### src/elk_pkg.sv
/*
 * electron memory side definitions
 * core bus and loader types, memory map sizes, control states
 */

`default_nettype none

package elk_pkg;

	//////////////////////////////////////////////////////////////////////
	// widths and sizes
	//////////////////////////////////////////////////////////////////////

	// core external bus is 19 bits, memories are 17 bits
	localparam int CORE_AW = 19;
	localparam int MEM_AW  = 17;
	// 16 KB bank
	localparam int OFS_W   = 14;

	// rom image holds 7 physical banks
	localparam int ROM_WORDS = 114688;
	// sideways ram holds 8 banks
	localparam int RAM_WORDS = 131072;

	//////////////////////////////////////////////////////////////////////
	// plain vector types
	//////////////////////////////////////////////////////////////////////

	typedef logic [7:0]         byte_t;
	typedef logic [7:0]         image_idx_t;
	typedef logic [CORE_AW-1:0] core_addr_t;
	typedef logic [MEM_AW-1:0]  mem_addr_t;
	typedef logic [OFS_W-1:0]   bank_ofs_t;
	// top address bits 18..14 of the core bus
	typedef logic [CORE_AW-OFS_W-1:0] bank_code_t;
	// physical bank inside either memory
	typedef logic [MEM_AW-OFS_W-1:0]  phys_bank_t;

	// download index that carries the rom image
	localparam image_idx_t ROM_IMAGE_INDEX = 8'd0;

	//////////////////////////////////////////////////////////////////////
	// bundles
	//////////////////////////////////////////////////////////////////////

	// core side memory request
	typedef struct packed {
		core_addr_t addr;
		logic       we_n;
		byte_t      data;
	} mem_req_t;

	// download port write
	typedef struct packed {
		logic       wr;
		image_idx_t index;
		mem_addr_t  addr;
		byte_t      data;
	} load_req_t;

	// reset and loader control
	typedef enum logic [1:0] {
		st_reset,
		st_load,
		st_run
	} ctrl_state_t;

endpackage

`default_nettype wire

### src/elk_ctrl.sv
/*
 * electron reset and rom loader control
 * fsm for reset, load and run, registered core reset,
 * rom write gating and tape source select
 */

`timescale 1ns/1ps
`default_nettype none

module elk_ctrl (
	input  wire logic               clk_sys,
	input  wire logic               i_rst_n,
	input  wire logic               i_menu_reset,
	input  wire logic               i_load_active,
	input  wire elk_pkg::load_req_t i_load_req,
	input  wire logic               i_adc_bit,
	input  wire logic               i_tape_src_adc,
	input  wire logic               i_cas_file_bit,
	output logic                    o_rom_we,
	output logic                    o_loading,
	output logic                    o_core_rst_n,
	output logic                    o_cassette_bit
);

	import elk_pkg::*;

	ctrl_state_t state_q;
	ctrl_state_t state_d;

	//////////////////////////////////////////////////////////////////////
	// state machine
	//////////////////////////////////////////////////////////////////////

	// menu reset beats loading, loading beats run
	always_comb begin
		if (i_menu_reset)
			state_d = st_reset;
		else if (i_load_active)
			state_d = st_load;
		else
			state_d = st_run;
	end

	always_ff @(posedge clk_sys) begin
		if (!i_rst_n)
			state_q <= st_reset;
		else
			state_q <= state_d;
	end

	// core held in reset until a cycle after run is reached
	always_ff @(posedge clk_sys) begin
		if (!i_rst_n)
			o_core_rst_n <= 1'b0;
		else
			o_core_rst_n <= (state_q == st_run);
	end

	//////////////////////////////////////////////////////////////////////
	// loader and tape
	//////////////////////////////////////////////////////////////////////

	assign o_loading = (state_q == st_load);

	// only rom image writes, only inside the load window
	assign o_rom_we = o_loading & i_load_req.wr
		& (i_load_req.index == ROM_IMAGE_INDEX);

	// adc slicer or external tape player
	assign o_cassette_bit = i_tape_src_adc ? i_adc_bit : i_cas_file_bit;

endmodule

`default_nettype wire

### config.mk
export PLATFORM = sky130hd
export DESIGN_NAME = elk_ctrl
export DESIGN_NICKNAME = d
export VERILOG_FILES = /design/src/elk_pkg.sv /design/src/elk_ctrl.sv
export SDC_FILE = /design/constraint.sdc
export NUM_CORES = 1
export LEC_CHECK = 0
export ABC_AREA = 1
export BUFFER_PORTS_ARGS = -buffer_cell sky130_fd_sc_hd__buf_2
export CAP_MARGIN = 20
export CORE_AREA = 2 2 39 41
export DETAILED_ROUTE_END_ITERATION = 12
export DIE_AREA = 0 0 41 43
export MAX_ROUTING_LAYER = met4
export PLACE_DENSITY = 0.64
export SYNTH_ARGS = -nofsm -noshare
export SYNTH_HDL_FRONTEND = slang
export SYNTH_SLANG_ARGS = --single-unit
### constraint.sdc
create_clock -name clk_sys -period 1 [get_ports clk_sys]
set_input_delay 0 -clock clk_sys [delete_from_list [all_inputs] [get_ports clk_sys]]
set_output_delay 0 -clock clk_sys [all_outputs]
set_load 0.005 [all_outputs]
==> impl_metrics.py <==
metrics = {
    "hold_path": {
        "hp-class": "in2reg",
        "min-delay-start": "i_rst_n",
    },
    "yosys": {
        "yosysWarningCount": 0,
        "synth-seq-cells": 3,
        "syn_avg_cell_area_um2": 6.45,
        "ys_types": 10,
        "yosys.area.top_type_share_pct": 35.8,
        "synth_area_leaders": "dfxtp_1 36%, inv_1 18%, nand2_1 11%, nor2_2 7.5%, mux2_1 6.7%",
        "syn_area_um2": 168,
        "yosysTopAreaCell": "dfxtp_1",
        "seq_area_frac_synth_pct": 35.8,
        "netlist_instances": 26,
        "synth_nets": 67,
    },
    "global_route": {
        "grt_pass1_wl_um": 524,
        "grt_overflow": 0,
        "grt_start_max_net_pins": 4,
        "antenna_found_initial": 0,
        "grt_pass1_vias": 165,
        "grt_usage_pct": 5.24,
    },
    "setup_path": {
        "critical_path_class": "reg2out",
        "arrival_ps": 930,
        "crit_required_ps": 1000,
        "cp_max_fo": 2,
        "start_kind": "register",
        "rr_startpoint": "state_q[1]$_SDFF_PP0_",
        "startpoint": "state_q[0]$_SDFF_PP0_",
        "cp-end-kind": "output port",
    },
    "final_layout": {
        "layout_commonest_cell": "buf_2",
        "final-seq-area_um2": 60.1,
        "syn2layout_area_growth_pct": 96.3,
        "nFillCells": 155,
        "num-nets-final": 93,
        "final_cell_area_um2": 329,
        "final_layout_size_suffix_gt1_share_pct": 51.0,
        "antenna_cells": 0,
        "fin_cells": 67,
        "multi_input_comb_area_um2": 73.8,
        "mostFrequentLayoutCells": "19 x buf_2, 8 x inv_1, 5 x nand2_1",
    },
    "placement": {
        "place_inst": 61,
        "dpl_cell_area_um2": 283,
        "port_buffers": 19,
        "dp_hpwl_um": 319,
        "pre_cts_slack_ps": 277,
        "gp_congestion": 0.541,
    },
    "sta": {
        "fin_crit_sh_pct": 93.2,
        "holdWs_ps": 43.2,
        "tightest_slew_ps": 144,
        "rsz0062_at_grt": "yes",
        "finalSetupViolCount": 0,
        "drv_slew": 0,
        "max_freq_mhz": 1070,
        "min_period_ps": 932,
        "hold_violations": 0,
        "relSlewSlack_pct": 90.4,
        "clock_skew_ps": 1.78,
        "fin_ws_ps": 68.1,
    },
    "pwr": {
        "powerDensity_nw_per_um2": 1200,
        "peakVddDrop_uv": 899,
        "leakage_uw": 0.000196,
    },
    "cts": {
        "path_clk_slew_ps": 40,
        "ctsLongestPathBuffers": 2,
        "post_cts_buffers": 0,
        "cts-root-buf": "clkbuf_4",
        "cts_tree": "built",
        "cts.sinks": 3,
        "clk_latency_ps": 230,
        "htree_levels": 1,
        "cts-buffers-inserted": 3,
    },
    "status": {
        "status": "finished, final reports clean",
    },
    "floorplan": {
        "fp-row-count": 14,
        "die_h_um": 43,
        "fp.dieArea_um2": 1760,
        "core_um2": 1380,
        "ioPinCount": 45,
        "die_w_um": 41,
        "initial_utilization_pct": 12.1,
    },
    "route": {
        "finalWirelength_um": 381,
        "routedWlPerCell_um": 5.69,
        "drt-initial-drc-count": 2,
        "drc": 0,
        "via_per_inst": 3.30,
        "drt_pass1_iterations": 2,
        "vias": 221,
        "detail-route-antenna-nets": 0,
    },
    "run": {
        "cap_violations": 0,
    },
}
==> layout make-up <==
cell class / instances / share of cell area, %
clock buffers: 4 / 7.98
multi-input cells: 14 / 22.4
inverters: 9 / 10.3
flip-flops and latches: 3 / 18.3
repair buffers: 21 / 35.0
well taps: 16 / 6.08
==> through the flow <==
stage	power [µW]	TNS [ps]	utilization, %
finish	393	0	23.8
global route	432	-53.4	23.8
CTS	408	0	23.8
detailed placement	185	0	20.4
global placement	183	0	20.4
floorplan	149	0	-
==> cell usage after synthesis, drive strengths merged <==
master	n
mux2	1
nor3b	1
nor3	2
dfxtp	3
nand2	6
nor2	4
inv	9
==> per-layer routing <==
metal	GRT usage (%)	part of all wire [%]	vias up
met5	-	0	-
met4	4.00	0	0
met3	6.81	23	0
met2	6.25	35	19
met1	3.83	42	79
li1	-	-	123
==> cell families (layout without fill, tap and decap cells) <==
group,Yosys count,after routing,share of synthesized area [%]
buffers and inverters,9,34,20.1
AND/OR/NAND/NOR,13,13,37.3
flip-flops,3,3,35.8
multiplexers,1,1,6.72
==> state kept, by name, indices dropped and copies added, names as in the netlist <==
name / count
o_core_rst_n: 1
state_q: 2
==> power breakdown <==
group,total (µW),internal [µW],switching [µW]
clock network,205,149,55.9
logic,62.0,38.9,23.1
registers,126,125,1.73
==> critical path: stages (launching register included) <==
cell and delay (ps):
dfxtp_1 330, nand2_2 60, nor2_1 80, nand2_1 70, nor2_2 60, buf_2 100
==> path summary, 6_finish.rpt <==
check | end | slack [ps] | cells past startpoint
worst max-delay path | o_rom_we | 70 | 5
worst min-delay path | o_core_rst_n$_SDFF_PN0_ | 40 | 3
worst max register to register | o_core_rst_n$_SDFF_PN0_ | 440 | 2
worst min register to register | o_core_rst_n$_SDFF_PN0_ | 430 | 2
==> timing repair <==
item,4_1_cts,5_1_grt
endpoints found under the hold margin,2,0
gates resized for setup,0,0
endpoints found under the setup margin,0,1
hold buffers,2,0
(Power assumes the default switching activity.)
